$ cat src/verilog/vdp_cmd_pkg.sv
`default_nettype none

package vdp_cmd_pkg;

  // Coordinate and address widths
  localparam int unsigned X_W    = 9;
  localparam int unsigned Y_W    = 10;
  localparam int unsigned ADDR_W = 17;

  // Register numbers, offset from R32
  localparam logic [3:0] REG_SX_L = 4'h0;
  localparam logic [3:0] REG_SX_H = 4'h1;
  localparam logic [3:0] REG_SY_L = 4'h2;
  localparam logic [3:0] REG_SY_H = 4'h3;
  localparam logic [3:0] REG_DX_L = 4'h4;
  localparam logic [3:0] REG_DX_H = 4'h5;
  localparam logic [3:0] REG_DY_L = 4'h6;
  localparam logic [3:0] REG_DY_H = 4'h7;
  localparam logic [3:0] REG_NX_L = 4'h8;
  localparam logic [3:0] REG_NX_H = 4'h9;
  localparam logic [3:0] REG_NY_L = 4'ha;
  localparam logic [3:0] REG_NY_H = 4'hb;
  // R44, color
  localparam logic [3:0] REG_CLR  = 4'hc;
  // R45, direction bits
  localparam logic [3:0] REG_ARG  = 4'hd;
  // R46, command and logical operation
  localparam logic [3:0] REG_CMD  = 4'he;

  // Command codes, upper nibble of R46
  localparam logic [3:0] CMD_STOP  = 4'b0000;
  localparam logic [3:0] CMD_POINT = 4'b0100;
  localparam logic [3:0] CMD_PSET  = 4'b0101;
  localparam logic [3:0] CMD_LMMV  = 4'b1000;
  localparam logic [3:0] CMD_HMMV  = 4'b1100;

  // Logical operations, R46 bits 2..0
  // Bit 3 of R46 is the transparent flag
  localparam logic [2:0] LOP_IMP = 3'b000;
  localparam logic [2:0] LOP_AND = 3'b001;
  localparam logic [2:0] LOP_OR  = 3'b010;
  localparam logic [2:0] LOP_XOR = 3'b011;
  localparam logic [2:0] LOP_NOT = 3'b100;

  // One VRAM byte
  // Graphic 7 reads it whole, graphic 4 as two dots
  // Even dot lives in the high nibble
  typedef union packed {
    logic [7:0] whole;
    struct packed {
      logic [3:0] hi;
      logic [3:0] lo;
    } nib;
  } vram_byte_u;

endpackage

`default_nettype wire

$ cat src/verilog/vdp_cmd_pixel_unit.sv
`timescale 1ns/1ns
`default_nettype none

module vdp_cmd_pixel_unit
  import vdp_cmd_pkg::*;
(
  input  wire  [7:0] rd_byte,
  input  wire        x_low,
  input  wire  [7:0] clr,
  input  wire  [3:0] lop,
  input  wire        mode_graphic_7,
  output logic [7:0] merged_byte,
  output logic [7:0] point
);

  vram_byte_u rd_u;
  vram_byte_u mrg_u;
  logic [7:0] col_mask;
  logic [7:0] src_col;
  logic [7:0] dst_dot;
  logic [7:0] lop_res;

  // Dot width of the mode
  assign col_mask = mode_graphic_7 ? 8'hff : 8'h0f;
  assign src_col  = clr & col_mask;

  // Pick the addressed dot out of the byte
  always_comb begin
    rd_u = rd_byte;
    if (mode_graphic_7) begin
      dst_dot = rd_u.whole;
    end else if (x_low) begin
      // Odd X, low nibble
      dst_dot = {4'h0, rd_u.nib.lo};
    end else begin
      dst_dot = {4'h0, rd_u.nib.hi};
    end
  end

  // Logical operation between color and old dot
  always_comb begin
    if (lop[3] && (src_col == 8'h00)) begin
      // Transparent, zero color keeps destination
      lop_res = dst_dot;
    end else begin
      case (lop[2:0])
        LOP_IMP: lop_res = src_col;
        LOP_AND: lop_res = src_col & dst_dot;
        LOP_OR:  lop_res = src_col | dst_dot;
        LOP_XOR: lop_res = src_col ^ dst_dot;
        // Inverted color, trimmed to the dot
        LOP_NOT: lop_res = ~src_col & col_mask;
        default: lop_res = dst_dot;
      endcase
    end
  end

  // Put the new dot back next to its neighbour
  always_comb begin
    mrg_u = rd_u;
    if (mode_graphic_7) begin
      mrg_u.whole = lop_res;
    end else if (x_low) begin
      mrg_u.nib.lo = lop_res[3:0];
    end else begin
      mrg_u.nib.hi = lop_res[3:0];
    end
  end

  assign merged_byte = mrg_u.whole;
  // POINT result is the untouched dot
  assign point       = dst_dot;

endmodule

`default_nettype wire

$ cat src/verilog/vdp_cmd_regs.sv
`timescale 1ns/1ns
`default_nettype none

module vdp_cmd_regs
  import vdp_cmd_pkg::*;
(
  input  wire              clk,
  input  wire              reset,
  input  wire              reg_wr_req,
  input  wire  [3:0]       reg_num,
  input  wire  [7:0]       reg_data,
  input  wire              point_load,
  input  wire  [7:0]       point_data,
  input  wire              ce,
  input  wire              mode_graphic_7,
  output logic             reg_wr_ack,
  output logic             busy,
  output logic             start,
  output logic [X_W-1:0]   sx,
  output logic [Y_W-1:0]   sy,
  output logic [X_W-1:0]   dx,
  output logic [Y_W-1:0]   dy,
  output logic [Y_W-1:0]   nx,
  output logic [Y_W-1:0]   ny,
  output logic             dix,
  output logic             diy,
  output logic [3:0]       cmd,
  output logic [3:0]       lop,
  output logic [7:0]       clr
);

  // Color written while a dot command runs in graphic 4
  logic clr_nibble;

  // Request differs from ack, one write pending
  assign busy = (reg_wr_req != reg_wr_ack);

  assign clr_nibble = ce && (cmd != CMD_HMMV) && !mode_graphic_7;

  always_ff @(posedge clk or posedge reset) begin
    if (reset) begin
      reg_wr_ack <= 1'b0;
      start      <= 1'b0;
      sx         <= '0;
      sy         <= '0;
      dx         <= '0;
      dy         <= '0;
      nx         <= '0;
      ny         <= '0;
      dix        <= 1'b0;
      diy        <= 1'b0;
      cmd        <= CMD_STOP;
      lop        <= '0;
      clr        <= '0;
    end else begin
      start <= 1'b0;
      // POINT result; a CPU color write below overrides it
      if (point_load) begin
        clr <= point_data;
      end
      if (busy) begin
        reg_wr_ack <= ~reg_wr_ack;
        case (reg_num)
          REG_SX_L: sx[7:0] <= reg_data;
          REG_SX_H: sx[X_W-1] <= reg_data[0];
          REG_SY_L: sy[7:0] <= reg_data;
          REG_SY_H: sy[Y_W-1:8] <= reg_data[1:0];
          REG_DX_L: dx[7:0] <= reg_data;
          REG_DX_H: dx[X_W-1] <= reg_data[0];
          REG_DY_L: dy[7:0] <= reg_data;
          REG_DY_H: dy[Y_W-1:8] <= reg_data[1:0];
          REG_NX_L: nx[7:0] <= reg_data;
          REG_NX_H: nx[Y_W-1:8] <= reg_data[1:0];
          REG_NY_L: ny[7:0] <= reg_data;
          REG_NY_H: ny[Y_W-1:8] <= reg_data[1:0];
          REG_CLR: begin
            // Dot commands only see one nibble in graphic 4
            clr <= clr_nibble ? {4'h0, reg_data[3:0]} : reg_data;
          end
          REG_ARG: begin
            dix <= reg_data[2];
            diy <= reg_data[3];
          end
          REG_CMD: begin
            // New command, aborts whatever is running
            cmd   <= reg_data[7:4];
            lop   <= reg_data[3:0];
            start <= 1'b1;
          end
          default: begin
          end
        endcase
      end
    end
  end

endmodule

`default_nettype wire

$ cat src/verilog/vdp_cmd_sequencer.sv
`timescale 1ns/1ns
`default_nettype none

module vdp_cmd_sequencer
  import vdp_cmd_pkg::*;
(
  input  wire               clk,
  input  wire               reset,
  input  wire               busy,
  input  wire               start,
  input  wire  [X_W-1:0]    sx,
  input  wire  [Y_W-1:0]    sy,
  input  wire  [X_W-1:0]    dx,
  input  wire  [Y_W-1:0]    dy,
  input  wire  [Y_W-1:0]    nx,
  input  wire  [Y_W-1:0]    ny,
  input  wire               dix,
  input  wire               diy,
  input  wire  [3:0]        cmd,
  input  wire  [7:0]        clr,
  input  wire               mode_graphic_7,
  input  wire               vram_rd_ack,
  input  wire               vram_wr_ack,
  input  wire  [7:0]        vram_rd_data,
  input  wire  [7:0]        merged_byte,
  input  wire  [7:0]        point,
  output logic              ce,
  output logic              point_load,
  output logic [7:0]        point_data,
  output logic              vram_rd_req,
  output logic              vram_wr_req,
  output logic [ADDR_W-1:0] vram_addr,
  output logic [7:0]        vram_wr_data,
  output logic [7:0]        rd_byte,
  output logic              x_low
);

  localparam logic [3:0] ST_IDLE        = 4'd0;
  localparam logic [3:0] ST_CHK_LOOP    = 4'd1;
  localparam logic [3:0] ST_PRE_RD      = 4'd2;
  localparam logic [3:0] ST_WAIT_PRE_RD = 4'd3;
  localparam logic [3:0] ST_WR          = 4'd4;
  localparam logic [3:0] ST_WAIT_WR     = 4'd5;
  localparam logic [3:0] ST_RD_POINT    = 4'd6;
  localparam logic [3:0] ST_WAIT_POINT  = 4'd7;
  localparam logic [3:0] ST_END         = 4'd8;

  logic [3:0]        state;
  // Top X bit catches both 256 and the wrap below zero
  logic [X_W-1:0]    x_cur;
  logic [X_W-1:0]    x_next;
  logic [Y_W-1:0]    y_cur;
  logic [Y_W-1:0]    y_next;
  logic [Y_W-1:0]    nx_cnt;
  logic [Y_W-1:0]    ny_cnt;
  logic [Y_W-1:0]    nx_load;
  logic              init;
  logic              byte_pair;
  logic              nx_end;
  logic              ny_end;
  logic              bus_idle;
  logic              advance;
  logic [ADDR_W-1:0] dst_addr;
  logic [ADDR_W-1:0] pnt_addr;

  // Byte address of a dot in the current mode
  function automatic logic [ADDR_W-1:0] map_addr(input logic [X_W-1:0] x,
                                                 input logic [Y_W-1:0] y,
                                                 input logic g7);
    if (g7) begin
      return {y[8:0], x[7:0]};
    end
    return {y, x[7:1]};
  endfunction

  // HMMV in graphic 4 moves a byte, i.e. two dots, per step
  assign byte_pair = (cmd == CMD_HMMV) && !mode_graphic_7;
  assign nx_load   = byte_pair ? {1'b0, nx[Y_W-1:1]} : nx;
  assign x_next    = dix ? x_cur - (byte_pair ? X_W'(2) : X_W'(1))
                         : x_cur + (byte_pair ? X_W'(2) : X_W'(1));
  assign y_next    = diy ? y_cur - Y_W'(1) : y_cur + Y_W'(1);

  // Row and rectangle end conditions
  assign nx_end = (nx_cnt == '0) || x_cur[X_W-1];
  assign ny_end = (ny_cnt == Y_W'(1)) || (diy && (y_cur == '0));

  assign dst_addr = map_addr(x_cur, y_cur, mode_graphic_7);
  assign pnt_addr = map_addr(sx, sy, mode_graphic_7);

  // Never two VRAM requests outstanding
  assign bus_idle = (vram_rd_req == vram_rd_ack) && (vram_wr_req == vram_wr_ack);
  // Register writes freeze the walk
  assign advance  = !start && !busy;

  always_ff @(posedge clk or posedge reset) begin
    if (reset) begin
      state       <= ST_IDLE;
      ce          <= 1'b0;
      point_load  <= 1'b0;
      vram_rd_req <= 1'b0;
      vram_wr_req <= 1'b0;
      init        <= 1'b0;
      x_cur       <= '0;
      y_cur       <= '0;
      nx_cnt      <= '0;
      ny_cnt      <= '0;
    end else begin
      point_load <= 1'b0;
      if (start) begin
        // Fresh command, restart from DX/DY
        state  <= ST_CHK_LOOP;
        ce     <= 1'b1;
        init   <= 1'b1;
        x_cur  <= dx;
        y_cur  <= dy;
        nx_cnt <= nx_load;
        ny_cnt <= ny;
      end else if (advance) begin
        case (state)
          ST_IDLE: ce <= 1'b0;
          ST_CHK_LOOP: begin
            init <= 1'b0;
            if (!init && nx_end && ny_end) begin
              state <= ST_END;
            end else begin
              case (cmd)
                CMD_HMMV: state <= ST_WR;
                CMD_LMMV, CMD_PSET: state <= ST_PRE_RD;
                CMD_POINT: state <= ST_RD_POINT;
                CMD_STOP: state <= ST_END;
                default: state <= ST_END;
              endcase
            end
            // Next row
            if (!init && nx_end) begin
              x_cur  <= dx;
              nx_cnt <= nx_load;
              ny_cnt <= ny_cnt - Y_W'(1);
              y_cur  <= y_next;
            end
          end
          ST_PRE_RD: begin
            if (bus_idle) begin
              vram_rd_req <= ~vram_rd_req;
              state       <= ST_WAIT_PRE_RD;
            end
          end
          ST_WAIT_PRE_RD: begin
            if (vram_rd_req == vram_rd_ack) begin
              state <= ST_WR;
            end
          end
          ST_WR: begin
            if (bus_idle) begin
              vram_wr_req <= ~vram_wr_req;
              state       <= ST_WAIT_WR;
            end
          end
          ST_WAIT_WR: begin
            if (vram_wr_req == vram_wr_ack) begin
              if (cmd == CMD_PSET) begin
                state <= ST_END;
              end else begin
                x_cur  <= x_next;
                nx_cnt <= nx_cnt - Y_W'(1);
                state  <= ST_CHK_LOOP;
              end
            end
          end
          ST_RD_POINT: begin
            if (bus_idle) begin
              vram_rd_req <= ~vram_rd_req;
              state       <= ST_WAIT_POINT;
            end
          end
          ST_WAIT_POINT: begin
            if (vram_rd_req == vram_rd_ack) begin
              state <= ST_END;
            end
          end
          ST_END: begin
            // clr picks up the dot as ce drops
            point_load <= (cmd == CMD_POINT);
            state      <= ST_IDLE;
          end
          default: state <= ST_IDLE;
        endcase
      end
    end
  end

  // Address, data and read byte follow the same steps
  always_ff @(posedge clk) begin
    if (advance) begin
      case (state)
        ST_PRE_RD: begin
          if (bus_idle) begin
            vram_addr <= dst_addr;
            x_low     <= x_cur[0];
          end
        end
        ST_WAIT_PRE_RD, ST_WAIT_POINT: begin
          if (vram_rd_req == vram_rd_ack) begin
            rd_byte <= vram_rd_data;
          end
        end
        ST_WR: begin
          if (bus_idle) begin
            vram_addr    <= dst_addr;
            vram_wr_data <= (cmd == CMD_HMMV) ? clr : merged_byte;
          end
        end
        ST_RD_POINT: begin
          if (bus_idle) begin
            vram_addr <= pnt_addr;
            x_low     <= sx[0];
          end
        end
        ST_END: point_data <= point;
        default: begin
        end
      endcase
    end
  end

endmodule

`default_nettype wire

$ cat src/verilog/vdp_cmd_engine.sv
`timescale 1ns/1ns
`default_nettype none

module vdp_cmd_engine
  import vdp_cmd_pkg::*;
(
  input  wire               clk,
  input  wire               reset,
  // CPU register port, toggle handshake
  input  wire               reg_wr_req,
  input  wire  [3:0]        reg_num,
  input  wire  [7:0]        reg_data,
  output logic              reg_wr_ack,
  // High for graphic 7, low for graphic 4
  input  wire               mode_graphic_7,
  // VRAM port, separate read and write toggles
  output logic              vram_rd_req,
  input  wire               vram_rd_ack,
  input  wire  [7:0]        vram_rd_data,
  output logic              vram_wr_req,
  input  wire               vram_wr_ack,
  output logic [ADDR_W-1:0] vram_addr,
  output logic [7:0]        vram_wr_data,
  // Status
  output logic [7:0]        clr,
  output logic              ce,
  output logic [3:0]        cur_cmd
);

  logic           busy;
  logic           start;
  logic [X_W-1:0] sx;
  logic [Y_W-1:0] sy;
  logic [X_W-1:0] dx;
  logic [Y_W-1:0] dy;
  logic [Y_W-1:0] nx;
  logic [Y_W-1:0] ny;
  logic           dix;
  logic           diy;
  logic [3:0]     lop;
  logic           point_load;
  logic [7:0]     point_data;
  logic [7:0]     rd_byte;
  logic           x_low;
  logic [7:0]     merged_byte;
  logic [7:0]     point;

  // Register stage, command nibble doubles as status
  vdp_cmd_regs u_regs (.cmd(cur_cmd), .*);

  // Walks the rectangle and runs the VRAM handshakes
  vdp_cmd_sequencer u_seq (.cmd(cur_cmd), .*);

  // Read-modify-write data path
  vdp_cmd_pixel_unit u_pix (.*);

endmodule

`default_nettype wire

$ cat config.mk
export PLATFORM = sky130hd
export DESIGN_NAME = vdp_cmd_engine
export DESIGN_NICKNAME = d
export VERILOG_FILES = /design/src/verilog/vdp_cmd_pkg.sv /design/src/verilog/vdp_cmd_pixel_unit.sv /design/src/verilog/vdp_cmd_regs.sv /design/src/verilog/vdp_cmd_sequencer.sv /design/src/verilog/vdp_cmd_engine.sv
export SDC_FILE = /design/constraint.sdc
export NUM_CORES = 1
export LEC_CHECK = 0
export BUFFER_PORTS_ARGS = -buffer_cell sky130_fd_sc_hd__buf_2
export CAP_MARGIN = 15
export CORE_ASPECT_RATIO = 2
export CORE_MARGIN = 2
export CORE_UTILIZATION = 40
export CTS_CLUSTER_SIZE = 40
export DETAILED_ROUTE_END_ITERATION = 6
export PLACE_DENSITY = 0.61
export SLEW_MARGIN = 20
export SYNTH_ARGS = -nofsm -noshare
export SYNTH_HDL_FRONTEND = slang
export SYNTH_HIERARCHICAL = 1
export SYNTH_SLANG_ARGS = --single-unit
$ cat constraint.sdc
create_clock -name clk -period 4.2 [get_ports clk]
set_clock_uncertainty 0.05 [all_clocks]
set_input_delay 0.21 -clock clk [delete_from_list [all_inputs] [get_ports clk]]
set_output_delay 0.21 -clock clk [all_outputs]
set_load 0.01 [all_outputs]
== Word-level counts from Yosys, hierarchy flattened ==
Index checks and enable logic that the tools add are counted.
Word-level totals
  bits of input ports: 26
  register bits: 167
  output and inout bits: 41
Operators by class
  bitwise gates (word level): 10
  reductions and logical operators: 57
  add/subtract/negate cells: 6
  eq/ne operators: 46
  mux-type cells: 71
Operators with widths (count)
  10-bit two-way mux: 15
  17-bit two-way mux: 6
  8-bit two-way mux: 9
  9-bit two-way mux: 6
  4-bit two-way mux: 13
  4-bit by 3-bit == test with 1-bit output, second input constant: 10
  4-bit == test, second input constant: 10
  8-bit one-hot mux with 5 select lines: 1
  17-bit one-hot mux with 2 select lines: 1
  4-bit one-hot mux with 8 select lines: 1
  2-bit AND reduction: 16
  10-bit by 1-bit subtractor with 10-bit output, second input constant: 3
  8-bit bitwise AND: 3
  3-bit by 2-bit != test with 1-bit output, second input constant: 7
  10-bit zero test: 2
  10-bit one-hot mux with 2 select lines: 1
  9-bit one-hot mux with 2 select lines: 1
  4-bit by 2-bit == test with 1-bit output, second input constant: 4
  4-bit AND reduction: 4
  1-bit two-way mux: 14
  4-bit one-hot mux with 3 select lines: 1
  2-bit nonzero test: 6
  10-bit by 1-bit adder with 10-bit output, second input constant: 1
  10-bit by 1-bit == test with 1-bit output, second input constant: 1
  29 further kinds: 54

== Depth between registers and ports, before layout ==
Gate-level depths: netlist of the first run.
  word-level depth: 10
  gate-level depth with buffers: 14
  mapped depth without buffers: 12

== Cells and area by module ==
The synthesis of the first run kept the hierarchy.
Modules (own cells, without submodules)
  vdp_cmd_sequencer: seq. area each 2462.4 um^2, area each 5225.0 um^2, cells each 504, instances 1
  vdp_cmd_regs: seq. area each 1951.9 um^2, area each 3156.8 um^2, cells each 201, instances 1
  vdp_cmd_pixel_unit: seq. area each 0.0 um^2, area each 952.2 um^2, cells each 128, instances 1

== Worst setup path after synthesis of the first run ==
Ideal clock, no wire load.
  kind: register to register
  start point: reg u_regs.cmd[2]
  end point: reg u_seq.x_cur[8]
  arrival: 3.113 ns
  data required time: 4.023 ns
  cell stages (with the launch flop): 14
  period minus slack after synthesis: 3.290 ns
  buffers on the path: 2
  slack: 0.910 ns
  cells stage by stage: dfrtp_1 -> nor3b_1 -> and2_1 -> clkbuf_1 -> nand2b_1 -> buf_1 -> ha_1 -> fa_1 -> nand2b_1 -> a21oi_1 -> o211a_1 -> or3_1 -> a21oi_1 -> nand3b_1
On the way
  longest elaborated chain between the ends: 10
Ends and longest elaborated chain
  start: declaration: RTL line vdp_cmd_regs.sv:27  | output logic [3:0] cmd,
  start signal: assignment: RTL line vdp_cmd_regs.sv:86  | cmd <= reg_data[7:4];
  4-bit == test: RTL line vdp_cmd_sequencer.sv:77  | assign byte_pair = (cmd == CMD_HMMV) && !mode_graphic_7;
  1-bit logical AND: RTL line vdp_cmd_sequencer.sv:77
  2-bit two-way mux: RTL line vdp_cmd_sequencer.sv:79, vdp_cmd_sequencer.sv:80
  9-bit adder or 9-bit subtractor (tied branches): RTL line vdp_cmd_sequencer.sv:80, vdp_cmd_sequencer.sv:79
  9-bit two-way mux: RTL line vdp_cmd_sequencer.sv:79  | assign x_next = dix ? x_cur - (byte_pair ? X_W'(2) : X_W'(1))
  9-bit two-way mux: RTL line vdp_cmd_sequencer.sv:161  | if (cmd == CMD_PSET) begin
  9-bit two-way mux: RTL line vdp_cmd_sequencer.sv:160  | if (vram_wr_req == vram_wr_ack) begin
  9-bit one-hot mux with 2 select lines: RTL line vdp_cmd_sequencer.sv:119  | case (state)
  9-bit two-way mux: RTL line vdp_cmd_sequencer.sv:118  | end else if (advance) begin
  9-bit two-way mux: RTL line vdp_cmd_sequencer.sv:109  | if (start) begin
  end signal: assignment: RTL line vdp_cmd_sequencer.sv:164  | x_cur <= x_next;
  end: declaration: RTL line vdp_cmd_sequencer.sv:50  | logic [X_W-1:0] x_cur;
Several ways; a longest one is shown, not always the timed one. The select of a mux whose other input is x is not followed.
A chain may end at the register's enable or synchronous reset.

== Worst setup path after layout of the first run ==
Same ends and word-level chain as after synthesis.

==> results of run 1 <==
timing repair:
action	CTS	global route
hold buffers	10	0
setup buffers	0	0
hold endpoints to repair	78	0
layout make-up:
cell class                      count  area (um2)  area share (%)
Tap cell                          280         350            3.31
Clock buffer                       18         429            4.06
Timing Repair Buffer               89         528            4.99
Clock inverter                     14         125            1.18
Multi-Input combinational cell    577        4540            42.9
Inverter                           53         214            2.02
Sequential cell                   167        4390            41.5
per-stage QoR:
stage | area, um2 | instances | utilization (%) | setup WS [ns]
6_report | 10600 | 1198 | 46.5 | 0.731
5_1_grt | 10600 | 1198 | 46.5 | 0.483
4_1_cts | 10600 | 1198 | 46.5 | 0.802
3_5_place_dp | 9920 | 1156 | 43.6 | 0.829
3_3_place_gp | 9920 | 1156 | 43.6 | 0.896
2_1_floorplan | 9290 | 830 | - | 0.910
where the power goes:
| group | internal [mW] | switching [mW] | total [mW] |
|---|---|---|---|
| sequential | 2.16 | 0.505 | 2.67 |
| clock | 0.820 | 0.671 | 1.49 |
| combinational | 1.06 | 1.21 | 2.27 |
| total | 4.04 | 2.38 | 6.43 |
how the worst max path moves through the flow:
stage	to	cells past startpoint	start	slack, ns
global placement	u_seq/x_cur[8]	12	u_regs/cmd[1]	0.90
floorplan	u_seq/x_cur[8]	13	u_regs/cmd[2]	0.91
detailed placement	u_seq/x_cur[8]	12	u_regs/cmd[1]	0.83
global route	u_seq/x_cur[8]	12	u_regs/cmd[2]	0.48
CTS	u_seq/x_cur[8]	12	u_regs/cmd[1]	0.80
finish	u_seq/x_cur[8]	12	u_regs/cmd[2]	0.73
cell usage in the layout (no fill, tap or decap), types with 7 or more instances in the layout:
master	count
dfrtp_1	125
mux2_2	76
buf_2	66
nand2_1	55
mux2i_1	54
o21ai_0	48
inv_1	45
nor2_1	42
edfxtp_1	42
ha_1	35
a21oi_1	33
nor3_1	20
clkbuf_16	17
nand3_1	15
buf_4	13
xnor2_1	13
nor2b_1	11
dlygate4sd3_1	10
and2_1	10
xor2_1	10
o21a_1	8
nand4_1	8
nand2b_1	7
o211ai_1	7
routing by layer:
layer / vias up / share of wire (%) / track usage (%)
met5: - / 0 / 0
met4: 0 / 3.6 / 9.18
met3: 39 / 2.2 / 3.00
met2: 128 / 56 / 39.3
met1: 3335 / 38 / 20.8
li1: 3179 / - / -
critical path, stage by stage (launching register included):
cell      delay, ns
dfrtp_1        0.44
nor3b_1        0.34
and2_1         0.49
nand2b_1       0.14
buf_4          0.22
ha_1           0.22
fa_1           0.42
nand2b_1       0.18
a21oi_1        0.28
o211a_1        0.22
or3_1          0.12
a21oi_1        0.07
nand3b_1       0.17
state kept, by name (all words and copies together) (netlist names), 10 cells and up:
register / count
u_seq/ny_cnt: 10
u_regs/sy: 10
u_regs/dy: 10
u_regs/nx: 10
u_seq/vram_addr: 17
u_seq/nx_cnt: 10
u_regs/ny: 10
u_seq/y_cur: 10
==> results.toml, run 1 <==
[run_status]
status = "complete, no violations"

[min_path]
hold_end = "u_regs/clr[6]"
hp-class = "primary input to flop"
worstHoldStart = "reg_data[6]"
holdPathStages = 2

[global_route]
antenna_found_initial = 0
grt_pass1_vias = 7045
grt_start_max_net_pins = 53
grt.overflow.total = 0
grt_pass1_wl_um = 38100
grt.total_usage_pct = 20.1

[timing]
slew_violations = 0
fin_setup_tns_ns = 0
finalCritPeriodShare_pct = 82.6
final_hold_viol_count = 0
tightestPinTransition_ns = 0.954
min_period_ns = 3.47
max_freq_mhz = 288
rsz0062_at_grt = "false"
finalSetupViolCount = 0
hold_slack_ns = 0.136
slew-limit-headroom_pct = 36.0

[finish]
syn2layout_area_growth_pct = 13.8
nets = 968
fill_cells = 2062
final_layout_size_suffix_gt1_share_pct = 24.1
antenna_cells = 0

[synth]
ys.warnings.count = 6
avgSynthCellArea_um2 = 11.2
synthesis.nets = 893
synth_cells = 830
syn-cell-area_mm2 = 0.00929

[drt]
wirelength_um = 23900
antenna_left = 0
wl_per_cell_um = 20.0
drtIter0Drc = 427
viasPerCell = 5.58
dr.pass1.iters = 6
drc = 0
vias = 6681

[worst_setup_path]
end_kind = "flop"
required_ns = 4.46
reg2reg_to = "u_seq/x_cur[8]"
r2r_setup_slack_ns = 0.73
path_class = "flop to flop"
r2r-start = "u_regs/cmd[2]"
startpoint_type = "flop"
reg2reg_depth = 12
crit_arrival_ns = 3.73
cp_max_fo = 12

[die]
coreArea_mm2 = 0.0227
die_area_mm2 = 0.0245
die_y_um = 220
initial_utilization_pct = 40.9
std_cell_rows = 78
ios = 67
die_w_um = 112

[flow_run]
drv_cap = 0

[power_and_ir_drop]
peakVddDrop_v = 0.000293
power_mw = 6.43
p_per_area_mw_per_mm2 = 608
p_leak_nw = 4.46

[cts]
clock_latency_ns = 0.43
post_cts_resized = 0
cts_tree = "built"
cts.clk_slew.worst_paths_ns = 0.07
cts-root-buf = "clkbuf_16"
cts-buffers-inserted = 17
clockBufferDepth = 2
h-tree-depth = 4
cts.sinks = 167

[place]
hpwl_um = 17400
io_buffer_count = 66
routabilityCongestion = 0.883
No activity file was read; power rests on OpenSTA's default activity.
==> inputs of run 2 (changes only) <==
Clock period 4.2 ns to 3.3 ns, I/O delays scaled along.
==> run 2 against run 1 <==
Against the previous run:
- count of clock-buffer cells in the layout stayed put
- wire length is 0.44% lower
- core utilization is 0.26 points higher
- global-route usage is 0.25 points lower
- largest power group unchanged
- highest routed layer unchanged
==> results.toml, run 2 (same netlist as run 1, synthesis figures left out) <==
[place]
routabilityCongestion = 0.889
io_buffer_count = 66
dp_slack_ns = 0.332
hpwl_um = 17600

[global_route]
grt_pass1_wl_um = 37300
grt.overflow.total = 0
antenna_found_initial = 0
grt.total_usage_pct = 19.9
grt_start_max_net_pins = 40
grt_pass1_vias = 6825

[cts]
post_cts_resized = 0
clockBufferDepth = 2
cts-buffers-inserted = 17
cts.clk_slew.worst_paths_ns = 0.07
cts_tree = "built"
cts.sinks = 167
clock_latency_ns = 0.44
h-tree-depth = 4
cts-root-buf = "clkbuf_16"

[die]
die_area_mm2 = 0.0245
coreArea_mm2 = 0.0227
std_cell_rows = 78
ios = 67
die_w_um = 112
initial_utilization_pct = 40.9
die_y_um = 220

[finish]
most-common-layout-cells = "125 x dfrtp_1, 76 x mux2_2, 66 x buf_2"
nets = 975
antenna_cells = 0
syn2layout_area_growth_pct = 14.4
final_util_pct = 46.8
largest_reg_flops = 17
top_register = "u_seq/vram_addr"
final_layout_size_suffix_gt1_share_pct = 24.1
final_common_cell = "dfrtp_1"

[timing]
fin_setup_tns_ns = 0
fin_ws_ns = 0.342
rsz0062_at_grt = "false"
final_hold_viol_count = 0
max_freq_mhz = 338
hold_slack_ns = 0.0807
finalSetupViolCount = 0
slew_violations = 0
slew-limit-headroom_pct = 44.8
min_period_ns = 2.96
tightestPinTransition_ns = 0.817
finalCritPeriodShare_pct = 89.6

[power_and_ir_drop]
peakVddDrop_v = 0.000446
p_per_area_mw_per_mm2 = 774
intPower_mw = 5.23
clkPwrFrac_pct = 23.4
seq_power_share_pct = 41.1
combPwrFrac_pct = 35.6
p_switching_mw = 3.00
p_leak_nw = 4.48
swShare_pct = 36.5

[worst_setup_path]
critPathTopFamily = "compound AO/OA/AOI/OAI gates"
r2r-start = "u_seq/nx_cnt[0]"
crit_arrival_ns = 3.23
worstPathCellList = "inv_1 > ha_1 > or4b_4 > o41a_1 > nand2_1 > a41oi_1 > buf_4 > a211oi_1 > a21oi_1"
startpoint_type = "flop"
required_ns = 3.57
cp_max_fo = 10
path_class = "flop to flop"
cpPeakStageDelay_ns = 0.52
reg2reg_to = "u_seq/x_cur[0]"
crit_path_top_delay_cell = "o41a_1"
r2r_setup_slack_ns = 0.34
critical_path_buf_inv_count = 2
reg2reg_depth = 9
end_kind = "flop"

[drt]
vias = 6764
viasPerCell = 5.61
antenna_left = 0
drtIter0Drc = 326
wl_per_cell_um = 19.8
drc = 0
dr.pass1.iters = 5
wirelength_um = 23800

[min_path]
hold_end = "u_regs/clr[6]"
holdPathStages = 2
hp-class = "primary input to flop"
worstHoldStart = "reg_data[6]"

[flow_run]
drv_cap = 0

[run_status]
status = "complete, no violations"
==> run 2: cell types whose count changed in the layout (fill, tap and decap cells not counted), moves of 3 or more <==
cell / delta
clkinv_1: +5
clkinvlp_4: +4
clkinv_4: -3
buf_4: +7
clkinv_2: -3
==> run 2: layout make-up <==
type                    count  area, um2
clock buffers              18        429
repair buffers             96        581
clock inverters            14        134
flip-flops and latches    167       4390
inverters                  53        213
well taps                 280        350
multi-input cells         577       4540
fillers                  2105      12100
==> run 2: worst max path at each step <==
stage / start / endpoint / slack (ns) / cells after the start
floorplan: u_regs/cmd[2] / u_seq/x_cur[8] / 0.01 / 13
global placement: u_seq/nx_cnt[0] / u_seq/ny_cnt[4] / 0.40 / 9
detailed placement: u_seq/nx_cnt[0] / u_seq/x_cur[0] / 0.33 / 9
CTS: u_seq/nx_cnt[0] / u_seq/x_cur[0] / 0.32 / 9
global route: u_seq/nx_cnt[0] / u_seq/x_cur[1] / 0.15 / 9
finish: u_seq/nx_cnt[0] / u_seq/x_cur[0] / 0.34 / 9
==> run 2: layer usage <==
| layer | track usage, % | part of all wire [%] | vias up |
|---|---|---|---|
| li1 | - | - | 3202 |
| met1 | 20.3 | 37 | 3375 |
| met2 | 38.5 | 56 | 147 |
| met3 | 3.82 | 3.2 | 40 |
| met4 | 9.05 | 3.8 | 0 |
| met5 | 0 | 0 | - |
==> run 2: what timing repair did <==
item | CTS | global route
hold buffers | 10 | 0
endpoints found under the setup margin | 0 | 0
buffers inserted | 0 | 0
hold endpoints to repair | 57 | 0
==> run 2: power by group through the flow <==
stage,registers (mW),logic (mW),clock network (mW)
final,3.38,2.93,1.92
after global routing,3.47,3.25,2.07
after CTS,3.37,2.93,1.98
after detailed placement,3.41,2.90,0
after global placement,3.40,2.85,0
after floorplan,3.23,2.20,0
==> run 2: metrics by stage <==
| stage | cells | power (mW) | area, um2 |
|---|---|---|---|
| after floorplan | 830 | 5.43 | 9290 |
| after global placement | 1163 | 6.25 | 9970 |
| after detailed placement | 1163 | 6.32 | 9970 |
| after CTS | 1205 | 8.29 | 10600 |
| after global routing | 1205 | 8.79 | 10600 |
| final | 1205 | 8.23 | 10600 |
==> run 2: worst reg2reg max path, delay by kind of cell, from the launching register on <==
kind | cells | cell delay [ns]
DFF | 1 | 0.40
and+or+nand+nor | 2 | 0.65
buffers and inverters | 2 | 0.39
adders and majority gates | 1 | 0.19
AOI/OAI and AO/OA | 4 | 1.16
